[config.mk]
export PLATFORM = sky130hd
export DESIGN_NAME = axi_slave_ni
export DESIGN_NICKNAME = d
export VERILOG_FILES = /design/src/rtl/ni_pkg.sv /design/src/rtl/sync_fifo.sv /design/src/rtl/mm_region_decode.sv /design/src/rtl/axi_wr_ctrl.sv /design/src/rtl/axi_rd_ctrl.sv /design/src/rtl/rx_vc_buffers.sv /design/src/rtl/axi_slave_ni.sv
export VERILOG_INCLUDE_DIRS = /design/src /design/src/rtl
export SDC_FILE = /design/constraint.sdc
export NUM_CORES = 1
export LEC_CHECK = 0
export BUFFER_PORTS_ARGS = -buffer_cell sky130_fd_sc_hd__buf_2
export CAP_MARGIN = 20
export CORE_MARGIN = 2
export CORE_UTILIZATION = 45
export CTS_CLUSTER_SIZE = 30
export DETAILED_ROUTE_END_ITERATION = 6
export PLACE_DENSITY = 0.71
export SLEW_MARGIN = 20
export SYNTH_ARGS = -nofsm -noshare
export SYNTH_HDL_FRONTEND = slang
export SYNTH_HIERARCHICAL = 1
export SYNTH_SLANG_ARGS = --single-unit
[constraint.sdc]
create_clock -name clk_axi -period 6.7 [get_ports clk_axi]
set_clock_uncertainty 0.1 [all_clocks]
set_input_delay 1.005 -clock clk_axi [delete_from_list [all_inputs] [get_ports clk_axi]]
set_output_delay 1.005 -clock clk_axi [all_outputs]
set_load 0.005 [all_outputs]
[src/rtl/ni_cfg.svh]
/*
  Build-time constants of the AXI slave network interface.
  Widths, queue depths, channel count and the address map.
  Include this wherever a width or a window address is needed.
*/
`ifndef NI_CFG_SVH
`define NI_CFG_SVH

// ********************
// data path and AXI fields
`define NI_DATA_W      32
`define NI_ID_W        4
`define NI_LEN_W       8
`define NI_ADDR_W      16

// ********************
// virtual channels and buffering
`define NI_NUM_VC      2
`define NI_VC_W        1
`define NI_OT_DEPTH    4
`define NI_RXBUF_DEPTH 8

// ********************
// address map, one exact word per channel window
`define NI_WR_VC_BASE  16'h1000
`define NI_RD_VC_BASE  16'h2000
`define NI_VC_STRIDE   8
// beat size code for 4 bytes
`define NI_SIZE_OK     3'd2

`endif

[src/rtl/ni_pkg.sv]
/*
  Shared types of the network interface.
  AXI channel bundles, flit bundles, the outstanding-entry record
  and the region / burst / response encodings.
*/
`include "ni_cfg.svh"

package ni_pkg;

  // address classification result
  typedef enum logic [1:0] {
    REGION_NONE  = 2'd0,
    REGION_WR_VC = 2'd1,
    REGION_RD_VC = 2'd2
  } region_t;

  // AXI burst encodings
  typedef enum logic [1:0] {
    BURST_FIXED = 2'b00,
    BURST_INCR  = 2'b01,
    BURST_WRAP  = 2'b10
  } axi_burst_t;

  // only the two responses this slave gives
  typedef enum logic [1:0] {
    RESP_OKAY   = 2'b00,
    RESP_SLVERR = 2'b10
  } axi_resp_t;

  // ********************
  // everything the master drives
  typedef struct packed {
    logic                  awvalid;
    logic [`NI_ID_W-1:0]   awid;
    logic [`NI_ADDR_W-1:0] awaddr;
    logic [`NI_LEN_W-1:0]  awlen;
    logic [2:0]            awsize;
    axi_burst_t            awburst;
    logic                  wvalid;
    logic [`NI_DATA_W-1:0] wdata;
    logic                  wlast;
    logic                  bready;
    logic                  arvalid;
    logic [`NI_ID_W-1:0]   arid;
    logic [`NI_ADDR_W-1:0] araddr;
    logic [`NI_LEN_W-1:0]  arlen;
    logic [2:0]            arsize;
    axi_burst_t            arburst;
    logic                  rready;
  } axi_req_t;

  // everything the slave drives
  typedef struct packed {
    logic                  awready;
    logic                  wready;
    logic                  bvalid;
    logic [`NI_ID_W-1:0]   bid;
    axi_resp_t             bresp;
    logic                  arready;
    logic                  rvalid;
    logic [`NI_ID_W-1:0]   rid;
    logic [`NI_DATA_W-1:0] rdata;
    axi_resp_t             rresp;
    logic                  rlast;
  } axi_resp_bus_t;

  // ********************
  // one accepted request, decoded once at address time
  typedef struct packed {
    logic [`NI_ID_W-1:0]  id;
    logic [`NI_LEN_W-1:0] len;
    region_t              region;
    logic [`NI_VC_W-1:0]  vc;
  } ot_entry_t;

  // flit towards the router
  typedef struct packed {
    logic                  valid;
    logic [`NI_VC_W-1:0]   vc;
    logic [`NI_DATA_W-1:0] flit;
  } flit_out_t;

  // flit from the router
  typedef struct packed {
    logic                  valid;
    logic [`NI_VC_W-1:0]   vc;
    logic [`NI_DATA_W-1:0] flit;
  } flit_in_t;

endpackage

[src/rtl/sync_fifo.sv]
/*
  Single-clock circular FIFO with full and empty flags.
  data_o always shows the head entry; push on full and pop on empty
  are dropped. Used for request queues and receive buffers.
*/
`timescale 1ns/1ps

module sync_fifo #(
  parameter int DEPTH = 4,
  parameter int WIDTH = 8
) (
  input  logic             clk_axi,
  input  logic             arst_axi,
  input  logic             push_i,
  input  logic             pop_i,
  input  logic [WIDTH-1:0] data_i,
  output logic [WIDTH-1:0] data_o,
  output logic             full_o,
  output logic             empty_o
);
  localparam int PTR_W = (DEPTH > 1) ? $clog2(DEPTH) : 1;
  localparam int CNT_W = $clog2(DEPTH + 1);

  logic [WIDTH-1:0] mem [DEPTH];
  logic [PTR_W-1:0] wr_ptr;
  logic [PTR_W-1:0] rd_ptr;
  logic [CNT_W-1:0] count;
  logic             do_push;
  logic             do_pop;

  assign full_o  = (count == CNT_W'(DEPTH));
  assign empty_o = (count == '0);
  assign do_push = push_i && !full_o;
  assign do_pop  = pop_i && !empty_o;
  assign data_o  = mem[rd_ptr];

  // storage, no reset on the payload
  always_ff @(posedge clk_axi) begin
    if (do_push) begin
      mem[wr_ptr] <= data_i;
    end
  end

  // pointers wrap at DEPTH, not at a power of two
  always_ff @(posedge clk_axi or posedge arst_axi) begin
    if (arst_axi) begin
      wr_ptr <= '0;
      rd_ptr <= '0;
      count  <= '0;
    end else begin
      if (do_push) begin
        wr_ptr <= (wr_ptr == PTR_W'(DEPTH - 1)) ? '0 : wr_ptr + 1'b1;
      end
      if (do_pop) begin
        rd_ptr <= (rd_ptr == PTR_W'(DEPTH - 1)) ? '0 : rd_ptr + 1'b1;
      end
      // simultaneous push and pop leaves the count alone
      if (do_push && !do_pop) begin
        count <= count + 1'b1;
      end else if (do_pop && !do_push) begin
        count <= count - 1'b1;
      end
    end
  end

endmodule

[src/rtl/mm_region_decode.sv]
/*
  Address decoder for one AXI address channel.
  Returns the window (write channel, read channel or none) and the
  virtual channel. Non-INCR bursts and narrow beats fall to none.
*/
`timescale 1ns/1ps
`include "ni_cfg.svh"

module mm_region_decode (
  input  logic [`NI_ADDR_W-1:0] addr_i,
  input  ni_pkg::axi_burst_t    burst_i,
  input  logic [2:0]            size_i,
  output ni_pkg::region_t       region_o,
  output logic [`NI_VC_W-1:0]   vc_o
);
  logic xfer_ok;

  // full-width INCR only
  assign xfer_ok = (burst_i == ni_pkg::BURST_INCR) && (size_i == `NI_SIZE_OK);

  always_comb begin
    region_o = ni_pkg::REGION_NONE;
    vc_o     = '0;
    if (xfer_ok) begin
      // exact word match per channel window
      for (int i = 0; i < `NI_NUM_VC; i++) begin
        if (addr_i == `NI_ADDR_W'(`NI_WR_VC_BASE + i * `NI_VC_STRIDE)) begin
          region_o = ni_pkg::REGION_WR_VC;
          vc_o     = `NI_VC_W'(i);
        end
        if (addr_i == `NI_ADDR_W'(`NI_RD_VC_BASE + i * `NI_VC_STRIDE)) begin
          region_o = ni_pkg::REGION_RD_VC;
          vc_o     = `NI_VC_W'(i);
        end
      end
    end
  end

endmodule

[src/rtl/axi_wr_ctrl.sv]
/*
  Write side of the AXI slave.
  AW requests are decoded and queued; W beats of the head request
  go out as flits or are drained on error; B leaves in AW order.
*/
`timescale 1ns/1ps
`include "ni_cfg.svh"

module axi_wr_ctrl (
  input  logic                  clk_axi,
  input  logic                  arst_axi,
  input  ni_pkg::axi_req_t      axi_req_i,
  output ni_pkg::axi_resp_bus_t wr_resp_o,
  output ni_pkg::flit_out_t     pkt_out_o,
  input  logic                  pkt_out_ready_i
);
  // B queue entry is {id, resp}
  localparam int BQ_W = `NI_ID_W + 2;

  ni_pkg::region_t     aw_region;
  logic [`NI_VC_W-1:0] aw_vc;
  ni_pkg::ot_entry_t   ot_in;
  ni_pkg::ot_entry_t   ot_head;
  logic                ot_full;
  logic                ot_empty;
  logic                aw_hs;
  logic                w_open;
  logic                w_to_noc;
  logic                w_ready;
  logic                w_hs;
  logic                w_last_hs;
  ni_pkg::axi_resp_t   b_result;
  logic [BQ_W-1:0]     b_in;
  logic [BQ_W-1:0]     b_head;
  logic                b_full;
  logic                b_empty;
  logic                b_hs;

  // ********************
  // address channel
  mm_region_decode u_aw_decode (
    .addr_i   (axi_req_i.awaddr),
    .burst_i  (axi_req_i.awburst),
    .size_i   (axi_req_i.awsize),
    .region_o (aw_region),
    .vc_o     (aw_vc)
  );

  assign aw_hs = axi_req_i.awvalid && !ot_full;

  always_comb begin
    ot_in.id     = axi_req_i.awid;
    ot_in.len    = axi_req_i.awlen;
    ot_in.region = aw_region;
    ot_in.vc     = aw_vc;
  end

  // outstanding writes, popped on the wlast beat
  sync_fifo #(
    .DEPTH (`NI_OT_DEPTH),
    .WIDTH ($bits(ni_pkg::ot_entry_t))
  ) u_wr_ot_fifo (
    .clk_axi  (clk_axi),
    .arst_axi (arst_axi),
    .push_i   (aw_hs),
    .pop_i    (w_last_hs),
    .data_i   (ot_in),
    .data_o   (ot_head),
    .full_o   (ot_full),
    .empty_o  (ot_empty)
  );

  // ********************
  // data channel
  // W opens only with a head request and room for its response
  assign w_open   = !ot_empty && !b_full;
  assign w_to_noc = (ot_head.region == ni_pkg::REGION_WR_VC);

  // good beats pass straight to the router
  always_comb begin
    pkt_out_o.valid = w_open && w_to_noc && axi_req_i.wvalid;
    pkt_out_o.vc    = ot_head.vc;
    pkt_out_o.flit  = axi_req_i.wdata;
  end

  // error beats are swallowed at full rate
  assign w_ready   = w_open && (w_to_noc ? pkt_out_ready_i : 1'b1);
  assign w_hs      = axi_req_i.wvalid && w_ready;
  assign w_last_hs = w_hs && axi_req_i.wlast;

  // ********************
  // response channel
  assign b_result = w_to_noc ? ni_pkg::RESP_OKAY : ni_pkg::RESP_SLVERR;
  assign b_in     = {ot_head.id, b_result};
  assign b_hs     = !b_empty && axi_req_i.bready;

  // bvalid one cycle after the wlast transfer
  sync_fifo #(
    .DEPTH (`NI_OT_DEPTH),
    .WIDTH (BQ_W)
  ) u_wr_b_fifo (
    .clk_axi  (clk_axi),
    .arst_axi (arst_axi),
    .push_i   (w_last_hs),
    .pop_i    (b_hs),
    .data_i   (b_in),
    .data_o   (b_head),
    .full_o   (b_full),
    .empty_o  (b_empty)
  );

  // aw, w and b fields only
  always_comb begin
    wr_resp_o         = '0;
    wr_resp_o.awready = !ot_full;
    wr_resp_o.wready  = w_ready;
    wr_resp_o.bvalid  = !b_empty;
    wr_resp_o.bid     = b_head[BQ_W-1:2];
    wr_resp_o.bresp   = ni_pkg::axi_resp_t'(b_head[1:0]);
  end

endmodule

[src/rtl/axi_rd_ctrl.sv]
/*
  Read side of the AXI slave.
  AR requests are decoded and queued; the head request streams flits
  from its receive buffer as R beats, or one SLVERR beat on error.
*/
`timescale 1ns/1ps
`include "ni_cfg.svh"

module axi_rd_ctrl (
  input  logic                  clk_axi,
  input  logic                  arst_axi,
  input  ni_pkg::axi_req_t      axi_req_i,
  output ni_pkg::axi_resp_bus_t rd_resp_o,
  output logic [`NI_VC_W-1:0]   buf_vc_o,
  output logic                  buf_pop_o,
  input  logic [`NI_DATA_W-1:0] buf_flit_i,
  input  logic                  buf_empty_i
);
  ni_pkg::region_t      ar_region;
  logic [`NI_VC_W-1:0]  ar_vc;
  ni_pkg::ot_entry_t    ot_in;
  ni_pkg::ot_entry_t    ot_head;
  logic                 ot_full;
  logic                 ot_empty;
  logic                 ar_hs;
  logic                 active_q;
  logic                 active_d;
  logic [`NI_LEN_W-1:0] beat_q;
  logic [`NI_LEN_W-1:0] beat_d;
  logic                 rd_good;
  logic                 r_valid;
  logic                 r_last;
  logic                 r_hs;
  logic                 r_done;

  // ********************
  // address channel
  mm_region_decode u_ar_decode (
    .addr_i   (axi_req_i.araddr),
    .burst_i  (axi_req_i.arburst),
    .size_i   (axi_req_i.arsize),
    .region_o (ar_region),
    .vc_o     (ar_vc)
  );

  assign ar_hs = axi_req_i.arvalid && !ot_full;

  always_comb begin
    ot_in.id     = axi_req_i.arid;
    ot_in.len    = axi_req_i.arlen;
    ot_in.region = ar_region;
    ot_in.vc     = ar_vc;
  end

  // outstanding reads, retired on the rlast beat
  sync_fifo #(
    .DEPTH (`NI_OT_DEPTH),
    .WIDTH ($bits(ni_pkg::ot_entry_t))
  ) u_rd_ot_fifo (
    .clk_axi  (clk_axi),
    .arst_axi (arst_axi),
    .push_i   (ar_hs),
    .pop_i    (r_done),
    .data_i   (ot_in),
    .data_o   (ot_head),
    .full_o   (ot_full),
    .empty_o  (ot_empty)
  );

  // ********************
  // data channel
  assign rd_good  = (ot_head.region == ni_pkg::REGION_RD_VC);
  assign buf_vc_o = ot_head.vc;

  // good read waits for buffer data, error read fires at once
  assign r_valid = active_q && (rd_good ? !buf_empty_i : 1'b1);
  // error read is a single beat
  assign r_last  = r_valid && (rd_good ? (beat_q == ot_head.len) : 1'b1);
  assign r_hs    = r_valid && axi_req_i.rready;
  assign r_done  = r_hs && r_last;

  // buffer head advances only on a real transfer
  assign buf_pop_o = r_hs && rd_good;

  // head tracking, one cycle to pick up a new request
  always_comb begin
    active_d = active_q;
    beat_d   = beat_q;
    if (!active_q) begin
      active_d = !ot_empty;
      beat_d   = '0;
    end else if (r_hs) begin
      if (r_last) begin
        active_d = 1'b0;
        beat_d   = '0;
      end else begin
        beat_d = beat_q + 1'b1;
      end
    end
  end

  always_ff @(posedge clk_axi or posedge arst_axi) begin
    if (arst_axi) begin
      active_q <= 1'b0;
      beat_q   <= '0;
    end else begin
      active_q <= active_d;
      beat_q   <= beat_d;
    end
  end

  // ar and r fields only
  always_comb begin
    rd_resp_o         = '0;
    rd_resp_o.arready = !ot_full;
    rd_resp_o.rvalid  = r_valid;
    rd_resp_o.rid     = ot_head.id;
    rd_resp_o.rdata   = rd_good ? buf_flit_i : '0;
    rd_resp_o.rresp   = rd_good ? ni_pkg::RESP_OKAY : ni_pkg::RESP_SLVERR;
    rd_resp_o.rlast   = r_last;
  end

endmodule

[src/rtl/rx_vc_buffers.sv]
/*
  Receive buffers, one FIFO per virtual channel.
  Incoming flits go to the FIFO of their channel; the read side
  picks one channel and sees its head and empty flag.
*/
`timescale 1ns/1ps
`include "ni_cfg.svh"

module rx_vc_buffers (
  input  logic                  clk_axi,
  input  logic                  arst_axi,
  input  ni_pkg::flit_in_t      pkt_in_i,
  output logic                  pkt_in_ready_o,
  input  logic [`NI_VC_W-1:0]   rd_vc_i,
  input  logic                  rd_pop_i,
  output logic [`NI_DATA_W-1:0] rd_flit_o,
  output logic                  rd_empty_o
);
  logic [`NI_NUM_VC-1:0]                 vc_push;
  logic [`NI_NUM_VC-1:0]                 vc_pop;
  logic [`NI_NUM_VC-1:0]                 vc_full;
  logic [`NI_NUM_VC-1:0]                 vc_empty;
  logic [`NI_NUM_VC-1:0][`NI_DATA_W-1:0] vc_head;

  // back-pressure from the addressed buffer only
  assign pkt_in_ready_o = !vc_full[pkt_in_i.vc];

  for (genvar g = 0; g < `NI_NUM_VC; g++) begin : gen_vc_buf
    // steer by channel tag
    assign vc_push[g] = pkt_in_i.valid && (pkt_in_i.vc == `NI_VC_W'(g)) && !vc_full[g];
    assign vc_pop[g]  = rd_pop_i && (rd_vc_i == `NI_VC_W'(g));

    sync_fifo #(
      .DEPTH (`NI_RXBUF_DEPTH),
      .WIDTH (`NI_DATA_W)
    ) u_vc_fifo (
      .clk_axi  (clk_axi),
      .arst_axi (arst_axi),
      .push_i   (vc_push[g]),
      .pop_i    (vc_pop[g]),
      .data_i   (pkt_in_i.flit),
      .data_o   (vc_head[g]),
      .full_o   (vc_full[g]),
      .empty_o  (vc_empty[g])
    );
  end

  // read side mux
  assign rd_flit_o  = vc_head[rd_vc_i];
  assign rd_empty_o = vc_empty[rd_vc_i];

endmodule

[src/rtl/axi_slave_ni.sv]
/*
  AXI4 slave network interface, top level.
  Write bursts become flits on packet-out; flits from packet-in are
  buffered per channel and returned by read bursts.
*/
`timescale 1ns/1ps
`include "ni_cfg.svh"

module axi_slave_ni (
  input  logic                  clk_axi,
  input  logic                  arst_axi,
  input  ni_pkg::axi_req_t      axi_req_i,
  output ni_pkg::axi_resp_bus_t axi_resp_o,
  output ni_pkg::flit_out_t     pkt_out_o,
  input  logic                  pkt_out_ready_i,
  input  ni_pkg::flit_in_t      pkt_in_i,
  output logic                  pkt_in_ready_o
);
  ni_pkg::axi_resp_bus_t wr_resp;
  ni_pkg::axi_resp_bus_t rd_resp;
  logic [`NI_VC_W-1:0]   buf_vc;
  logic                  buf_pop;
  logic [`NI_DATA_W-1:0] buf_flit;
  logic                  buf_empty;

  // ********************
  // write path to the router
  axi_wr_ctrl u_axi_wr_ctrl (
    .clk_axi         (clk_axi),
    .arst_axi        (arst_axi),
    .axi_req_i       (axi_req_i),
    .wr_resp_o       (wr_resp),
    .pkt_out_o       (pkt_out_o),
    .pkt_out_ready_i (pkt_out_ready_i)
  );

  // ********************
  // read path from the router
  axi_rd_ctrl u_axi_rd_ctrl (
    .clk_axi     (clk_axi),
    .arst_axi    (arst_axi),
    .axi_req_i   (axi_req_i),
    .rd_resp_o   (rd_resp),
    .buf_vc_o    (buf_vc),
    .buf_pop_o   (buf_pop),
    .buf_flit_i  (buf_flit),
    .buf_empty_i (buf_empty)
  );

  rx_vc_buffers u_rx_vc_buffers (
    .clk_axi        (clk_axi),
    .arst_axi       (arst_axi),
    .pkt_in_i       (pkt_in_i),
    .pkt_in_ready_o (pkt_in_ready_o),
    .rd_vc_i        (buf_vc),
    .rd_pop_i       (buf_pop),
    .rd_flit_o      (buf_flit),
    .rd_empty_o     (buf_empty)
  );

  // each controller owns its own channels
  always_comb begin
    axi_resp_o         = rd_resp;
    axi_resp_o.awready = wr_resp.awready;
    axi_resp_o.wready  = wr_resp.wready;
    axi_resp_o.bvalid  = wr_resp.bvalid;
    axi_resp_o.bid     = wr_resp.bid;
    axi_resp_o.bresp   = wr_resp.bresp;
  end

endmodule

=== Word-level counts from Yosys, hierarchy flattened ===
Memories as Yosys holds them, arrays and structs flattened.
Cells that the tools add are included.

* Bits in registers: 50
* Memories kept: 5
* RAM bits: 656
* Logic and storage cells: 216
* Output and inout bits: 85
* Bits of input ports: 141

* Reduce and logical (&&, ||, !) cells: 74
* Multiplexer cells: 64
* Bitwise logic cells: 2
* Equality and inequality tests: 31
* $lt $le $gt $ge: 2
* $add $sub $neg: 21

{| class="wikitable"
|+ Memories
! memory !! words !! width !! rd ports !! clocked after Yosys merged registers in !! write ports !! RTL line !! source
|-
| u_rx_vc_buffers.gen_vc_buf[0].u_vc_fifo.mem || 8 || 32 || 1 || 0 || 1 || sync_fifo.sv:24 || <nowiki>logic [WIDTH-1:0] mem [DEPTH];</nowiki>
|-
| u_rx_vc_buffers.gen_vc_buf[1].u_vc_fifo.mem || 8 || 32 || 1 || 0 || 1 || sync_fifo.sv:24 ||
|-
| u_axi_rd_ctrl.u_rd_ot_fifo.mem || 4 || 15 || 1 || 0 || 1 || sync_fifo.sv:24 ||
|-
| u_axi_wr_ctrl.u_wr_ot_fifo.mem || 4 || 15 || 1 || 0 || 1 || sync_fifo.sv:24 ||
|-
| u_axi_wr_ctrl.u_wr_b_fifo.mem || 4 || 6 || 1 || 0 || 1 || sync_fifo.sv:24 ||
|}

{| class="wikitable"
|+ Operator list
! operator !! count
|-
| 2-to-1 mux 32 bit || 3
|-
| equality test 16 x 13 -> 1 bit (second input constant) || 4
|-
| equality test 16 x 14 -> 1 bit (second input constant) || 4
|-
| logical AND 1 bit || 42
|-
| 2-to-1 mux 2 bit || 16
|-
| 2-to-1 mux 3 bit || 10
|-
| 2-to-1 mux 1 bit || 28
|-
| 2-to-1 mux 8 bit || 3
|-
| zero test 1 bit || 22
|-
| adder 3 x 1 -> 3 bit (second input constant) || 7
|-
| equality test 3 bit (second input constant) || 7
|-
| 2-to-1 mux 4 bit || 4
|-
| equality test 2 bit (second input constant) || 7
|-
| adder 2 x 1 -> 2 bit (second input constant) || 6
|-
| nonzero test 2 bit || 5
|-
| zero test 3 bit || 3
|-
| subtractor 3 x 1 -> 3 bit (second input constant) || 3
|-
| adder 4 x 1 -> 4 bit (second input constant) || 2
|-
| adder 8 x 1 -> 8 bit (second input constant) || 1
|-
| equality test 4 bit (second input constant) || 2
|-
| equality test 8 bit || 1
|-
| zero test 4 bit || 2
|-
| subtractor 4 x 1 -> 4 bit (second input constant) || 2
|-
| equality test 2 x 1 -> 1 bit (second input constant) || 3
|-
| other kinds (4) || 7
|}

=== Depth between registers and ports, before layout ===
Gate-level depths: netlist of run 1.

* Depth in word-level cells: 13
* Mapped depth: 14
* Mapped depth without buffers: 12

=== Hierarchy ===
Netlist of run 1, hierarchy kept.

{| class="wikitable"
|+ Modules (own cells, without submodules)
! module !! times used !! cells an instance !! seq. area each (sq um) !! area an instance (sq um)
|-
| sync_fifo at u_rx_vc_buffers.gen_vc_buf[0].u_vc_fifo ... || 2 || 434 || 7937.6 || 10271.1
|-
| sync_fifo at u_axi_rd_ctrl.u_rd_ot_fifo ... || 2 || 117 || 1976.9 || 2613.8
|-
| sync_fifo at u_axi_wr_ctrl.u_wr_b_fifo || 1 || 70 || 895.9 || 1325.0
|-
| axi_rd_ctrl || 1 || 123 || 225.2 || 973.4
|-
| axi_wr_ctrl || 1 || 85 || 0.0 || 650.6
|-
| rx_vc_buffers || 1 || 42 || 0.0 || 581.8
|-
| mm_region_decode || 2 || 13 || 0.0 || 117.6
|}

=== Worst setup path before layout of run 1 ===
Ideal clock, no wire load.

* Path type: input to register
* From: in pkt_in_i[32] (netlist name)
* To: mem u_rx_vc_buffers/gen_vc_buf[0].u_vc_fifo/mem[0][0] (netlist name), enable pin
* Arrival: 4.511 ns
* Library setup time: 0.501 ns
* Required time: 6.099 ns
* Setup slack: 1.588 ns
* Buffers on the path: 0
* Cell stages on the path: 3
* Path through: nor3b_1 nand2_2 nor4_1

* Word-level cells in the longest chain between the ends: 6

{| class="wikitable"
|+ RTL lines
! element !! RTL line !! source
|-
| from (decl) || axi_slave_ni.sv:16 || <nowiki>input ni_pkg::flit_in_t pkt_in_i,</nowiki>
|-
| inverter 1 bit || rx_vc_buffers.sv:30 || <nowiki>assign vc_push[g] = pkt_in_i.valid && (pkt_in_i.vc == `NI_VC_W'(g)) && !vc_full[g];</nowiki>
|-
| logical AND 1 bit (2 in series) || rx_vc_buffers.sv:30 ||
|-
| logical AND 1 bit || sync_fifo.sv:33 || <nowiki>assign do_push = push_i && !full_o;</nowiki>
|-
| 2-to-1 mux 1 bit || sync_fifo.sv:39 || <nowiki>if (do_push) begin</nowiki>
|-
| 2-to-1 mux 1 bit (implied by the code) || sync_fifo.sv:40 || <nowiki>mem[wr_ptr] <= data_i;</nowiki>
|-
| to (decl) || sync_fifo.sv:24 ||
|}

Every way passes these cells.

==> impl_results.md, run 1 <==
- Status: completed
- Post-Route Setup TNS: 0 ps
- Placer Congestion: between 0.7 and 0.8
- Crit path max fanout: 26
- Area growth from synthesis to layout: 13.8%
- I/O Buffers: 152
- # clock sinks: 674
- Largest net degree at the start of global routing: 57
- First-pass GRT wire length: around 84000 um
- Drt pass-1 iters: 7
- GR Overflow Total: 0
- Crit path kind: flop to primary output
- Setup crit start kind: flop
- Clk slew on worst S/H paths: around 60 ps
- Die height: 254 um
- Leakage: 0.0107 uW
- Vias: 13296
- Final hold violations: 0
- Reg2Reg Setup Slack: 2240 ps
- CTS tree: built
- Max Freq: approximately 220 MHz
- # resized after CTS: 0
- Row count: 91
- Launch point of the worst reg-to-reg path: u_axi_rd_ctrl/u_rd_ot_fifo/rd_ptr[1]
- WL final: 55100 um
- Most common cell after layout, fill and taps aside: edfxtp_1
- Hold_ws: 337 ps
- Fin. max-slew vios: 0
- Final worst path period share: 0.686
- Final Core Density: 0.518
- IO Pins: 226
- Clk_lat worst skew: 580 ps
- Finished Cell Area: around 32000 um^2
- Share of layout cells above drive strength 1: 0.394
- VDD IR max: between 200 and 300 uV
- Vias in the first global route: 14165
- Worst EP required: 5590 ps
- Slew @ Worst Pin: 1150 ps
- Initial core utilization: 0.455
- Max Cap Viol: 0
- Most frequent cells in the layout: 624 x edfxtp_1, 156 x mux4_2, 152 x buf_2, 88 x mux2_2, 72 x clkbuf_16
- Initial antenna violation count: 5
- Hold Buf Count CTS: 0
- CP Capture Type: primary output
- DRT iter0 DRCs: just over 800
- Via density: 5.51
- Residual DRC count: 0
- Die area: 64300 um^2
- Synth Warn #: 6
- Dpl ws: 2160 ps
- WP data arrival: between 3000 and 4000 ps
- Mapped cell area: 28000 um^2
- Setup Fix Bufs, Post-CTS: 0
- Syn Inst Count: 1358
- ANT nets after route: 0
- Tmin final: 4590 ps
- RR Endpoint: u_rx_vc_buffers/gen_vc_buf[0].u_vc_fifo/count[3]
- DIE WIDTH: 254 um
- Worst hold path type: primary input to asynchronous set/reset pin
- Core box area: 61600 um^2
- Post-DP HPWL: 30400 um
- Final #Nets: 1698
- CTS Buffer Depth: 3
- Routed len/inst: 22.8 um
- H-tree Lvls: 3
- RSZ-0062 raised after global routing: no
- Slew HR: 0.235
- Pwr/cell area: 417 nW/um^2
- Avg Synthesized Cell Area: just over 20 um^2
- # setup viols final: 0
- Gr usage total: 0.176
- Final WS setup: 2110 ps
- Placed inst area: 29500 um^2
- Clk root buf: clkbuf_16
- End point of the critical path: axi_resp_o[16]
- Worst R2R Path Depth: 13
- CTS Buf Count: 70
-- layout make-up --
type / instances / area [um^2]
inverters: 31 / 123
multi-input cells: 561 / 7360
diodes: 1 / 2.50
fillers: 4807 / 29700
repair buffers: 181 / 1020
flip-flops and latches: 674 / 20000
clock buffers: 84 / 1860
clock inverters: 43 / 474
well taps: 837 / 1050
-- worst min-delay path by stage --
stage	depth (start not counted)	start	end
after global placement	1	u_axi_wr_ctrl/u_wr_b_fifo/count[2]	u_axi_wr_ctrl/u_wr_b_fifo/count[2]
after detailed placement	1	u_axi_wr_ctrl/u_wr_b_fifo/count[2]	u_axi_wr_ctrl/u_wr_b_fifo/count[2]
after floorplan	1	u_axi_wr_ctrl/u_wr_b_fifo/count[2]	u_axi_wr_ctrl/u_wr_b_fifo/count[2]
after CTS	2	arst_axi	u_axi_wr_ctrl/u_wr_ot_fifo/count[2]
after global routing	2	arst_axi	u_axi_wr_ctrl/u_wr_ot_fifo/count[2]
final	2	arst_axi	u_axi_wr_ctrl/u_wr_ot_fifo/count[2]
-- flip-flops by register name, indices dropped and copies added (netlist names), 6 cells and up --
name	cells
u_axi_wr_ctrl/u_wr_ot_fifo/mem	28
u_rx_vc_buffers/gen_vc_buf.u_vc_fifo/wr_ptr	6
u_axi_rd_ctrl/beat_q	8
u_rx_vc_buffers/gen_vc_buf.u_vc_fifo/rd_ptr	6
u_axi_rd_ctrl/u_rd_ot_fifo/mem	60
u_rx_vc_buffers/gen_vc_buf.u_vc_fifo/mem	512
u_axi_wr_ctrl/u_wr_b_fifo/mem	24
u_rx_vc_buffers/gen_vc_buf.u_vc_fifo/count	8
-- metal layers --
metal	up-vias	global-route usage	part of all wire
met5	-	0	0.00074
met4	6	0.0548	0.024
met3	95	0.0424	0.066
met2	434	0.292	0.50
met1	6966	0.230	0.41
li1	5795	-	-
-- stage by stage --
| step | std cells | total power [uW] |
|---|---|---|
| 6_report | 2412 | 13300 |
| 5_1_grt | 2411 | 14000 |
| 4_1_cts | 2409 | 13500 |
| 3_5_place_dp | 2282 | 9530 |
| 3_3_place_gp | 2282 | 9390 |
| 2_1_floorplan | 1361 | 8520 |
-- power breakdown --
part / switching [uW] / internal [uW] / leakage [uW] / total, uW
clock: 1550 / 2340 / 0.00114 / 3890
combinational: 1720 / 2030 / 0.00334 / 3750
sequential: 506 / 5170 / 0.00624 / 5670
total: 3770 / 9530 / 0.0107 / 13300
-- critical path, stage by stage (launching register included) --
cell and delay [ps]:
dfrtp_4 720, buf_16 290, buf_4 470, mux4_2 560
mux2_2 290, mux2_4 260, and2_1 170, buf_2 140
No activity file was read; power rests on OpenSTA's default activity.
==> inputs of run 2 (changes only) <==
==> constraint.sdc (replaced) <==
create_clock -name clk_axi -period 4.7 [get_ports clk_axi]
set_clock_uncertainty 0.1 [all_clocks]
set_input_delay 0.705 -clock clk_axi [delete_from_list [all_inputs] [get_ports clk_axi]]
set_output_delay 0.705 -clock clk_axi [all_outputs]
set_load 0.005 [all_outputs]
==> run 2 against run 1 <==
Compared with the run above:
- register-to-register slack worse by 1500 ps
- setup slack worse by 1600 ps
- combinational power up 41%
- design area about the same
- critical path type unchanged
- cell count up 0.12%
- critical endpoint is now axi_resp_o[0]
- core utilization about the same
- die area unchanged
==> impl_results.md, run 2 (same netlist as run 1, synthesis figures left out) <==
- Hold Buf Count CTS: 0
- Vias: between 10000 and 15000
- Final #Nets: about 1700
- Initial antenna violation count: 6
- Gr usage total: 0.176
- Setup Fix Bufs, Post-CTS: 0
- Flip-flop count of the largest register after layout: 512
- Core box area: 61600 um^2
- RR Endpoint: u_rx_vc_buffers/gen_vc_buf[0].u_vc_fifo/count[3]
- Top flop regs: u_rx_vc_buffers/gen_vc_buf.u_vc_fifo/mem: 512 flops, u_axi_rd_ctrl/u_rd_ot_fifo/mem: 60 flops, u_axi_wr_ctrl/u_wr_ot_fifo/mem: 28 flops
- Slew @ Worst Pin: 1110 ps
- First-pass GRT wire length: 84200 um
- # setup viols final: 0
- CTS Buffer Depth: 3
- Routed len/inst: 22.9 um
- Residual DRC count: 0
- CTS tree: built
- Clk root buf: clkbuf_16
- Die area: 64300 um^2
- Tmin final: 4160 ps
- DIE WIDTH: roughly 250 um
- Worst R2R Path Depth: 11
- Setup crit start kind: flop
- Placer Congestion: 0.760
- Die height: about 250 um
- Share of layout cells above drive strength 1: 0.394
- Reg2Reg Setup Slack: 740 ps
- H-tree Lvls: 3
- Max Cap Viol: 0
- Via density: 5.49
- Hold_ws: between 30 and 40 ps
- Drt pass-1 iters: 7
- Largest net degree at the start of global routing: 43
- Worst EP required: 3890 ps
- WP data arrival: between 3000 and 4000 ps
- Most common cell after layout, fill and taps aside: edfxtp_1
- DRT iter0 DRCs: 1042
- Leakage: 0.0107 uW
- Max Freq: 240 MHz
- Clk slew on worst S/H paths: 60 ps
- Finished Cell Area: 31900 um^2
- Crit path kind: flop to primary output
- Post-Route Setup TNS: 0 ps
- Worst hold path type: primary input to asynchronous set/reset pin
- RSZ-0062 raised after global routing: no
- Placed inst area: just under 30000 um^2
- Top reg by flops: u_rx_vc_buffers/gen_vc_buf.u_vc_fifo/mem
- # resized after CTS: 0
- Final Core Density: 0.518
- CTS Buf Count: 69
- WL final: roughly 55000 um
- ANT nets after route: 0
- Clk_lat worst skew: 610 ps
- Final worst path period share: 0.886
- I/O Buffers: roughly 150
- Area growth from synthesis to layout: 13.9%
- Launch point of the worst reg-to-reg path: u_axi_rd_ctrl/u_rd_ot_fifo/rd_ptr[0]
- Crit path cell chain: buf_4 > mux4_2 > xnor2_1 > nand4_1 > o21ai_1 > and2_1 > buf_2
- Fin. max-slew vios: 0
- CP max-delay cell: dfrtp_1
- Initial core utilization: 0.455
- # clock sinks: 674
- Most frequent cells in the layout: 624 x edfxtp_1, 156 x mux4_2, 152 x buf_2, 88 x mux2_2, 70 x clkbuf_16
- Slew HR: 0.262
- CP top delay family: flip-flops
- CP Capture Type: primary output
- Vias in the first global route: approximately 14000
- Status: completed
- VDD IR max: 355 uV
- Row count: between 90 and 100
- Critical path depth: 7
- IO Pins: ~230
- GR Overflow Total: 0
- Crit path max fanout: 12
- Slowest stage delay, CP: around 600 ps
- Post-DP HPWL: 32400 um
- Final hold violations: 0
- Pwr/cell area: ~600 nW/um^2
- CP Buf/Inv Count: 2
==> run 2: cell count changes in the layout (fill, tap and decap cells not counted), moves of 2 or more <==
cell / before / now
buf_12: 0 / 4
buf_16: 2 / 0
buf_4: 27 / 30
clkbuf_16: 72 / 70
clkbuf_8: 1 / 3
clkinv_2: 14 / 11
==> run 2: routing by layer <==
metal	wire [um]	vias to the layer above	track usage
met4	918	8	0.0468
li1	-	5790	-
met1	22500	6984	0.227
met5	49	-	0
met2	28400	387	0.301
met3	3380	88	0.0386
==> run 2: worst max path at each step <==
stage	from	end
after floorplan	u_rx_vc_buffers/gen_vc_buf[1].u_vc_fifo/count[0]	u_rx_vc_buffers/gen_vc_buf[1].u_vc_fifo/mem[0][0]
after global placement	u_axi_rd_ctrl/u_rd_ot_fifo/rd_ptr[0]	u_rx_vc_buffers/gen_vc_buf[0].u_vc_fifo/count[3]
after detailed placement	u_axi_rd_ctrl/u_rd_ot_fifo/rd_ptr[0]	u_rx_vc_buffers/gen_vc_buf[0].u_vc_fifo/count[3]
after CTS	u_axi_rd_ctrl/u_rd_ot_fifo/rd_ptr[0]	axi_resp_o[0]
final	u_axi_rd_ctrl/u_rd_ot_fifo/rd_ptr[0]	axi_resp_o[0]
after global routing	u_axi_rd_ctrl/u_rd_ot_fifo/rd_ptr[0]	axi_resp_o[0]
==> run 2: metrics by stage <==
step	instances	setup WS, ps	power, uW
3_5_place_dp	2289	728	13600
4_1_cts	2414	497	19200
6_report	2415	537	18900
5_1_grt	2414	152	19900
2_1_floorplan	1361	6.64	12100
3_3_place_gp	2289	829	13400
==> run 2: cell type report <==
type / count / area, um^2
antenna: 1 / 2.50
clock buffer: 85 / 1840
clock inverter: 40 / 470
fill: 4758 / 29700
inverter: 31 / 123
multi-input combinational: 561 / 7370
sequential: 674 / 20000
tap: 837 / 1050
timing repair buffer: 186 / 1070
==> run 2: where the power goes <==
part | internal (uW) | switching [uW]
Clock | 3250 | 2250
Combinational | 2910 | 2380
Sequential | 7360 | 766
Total | 13500 | 5400
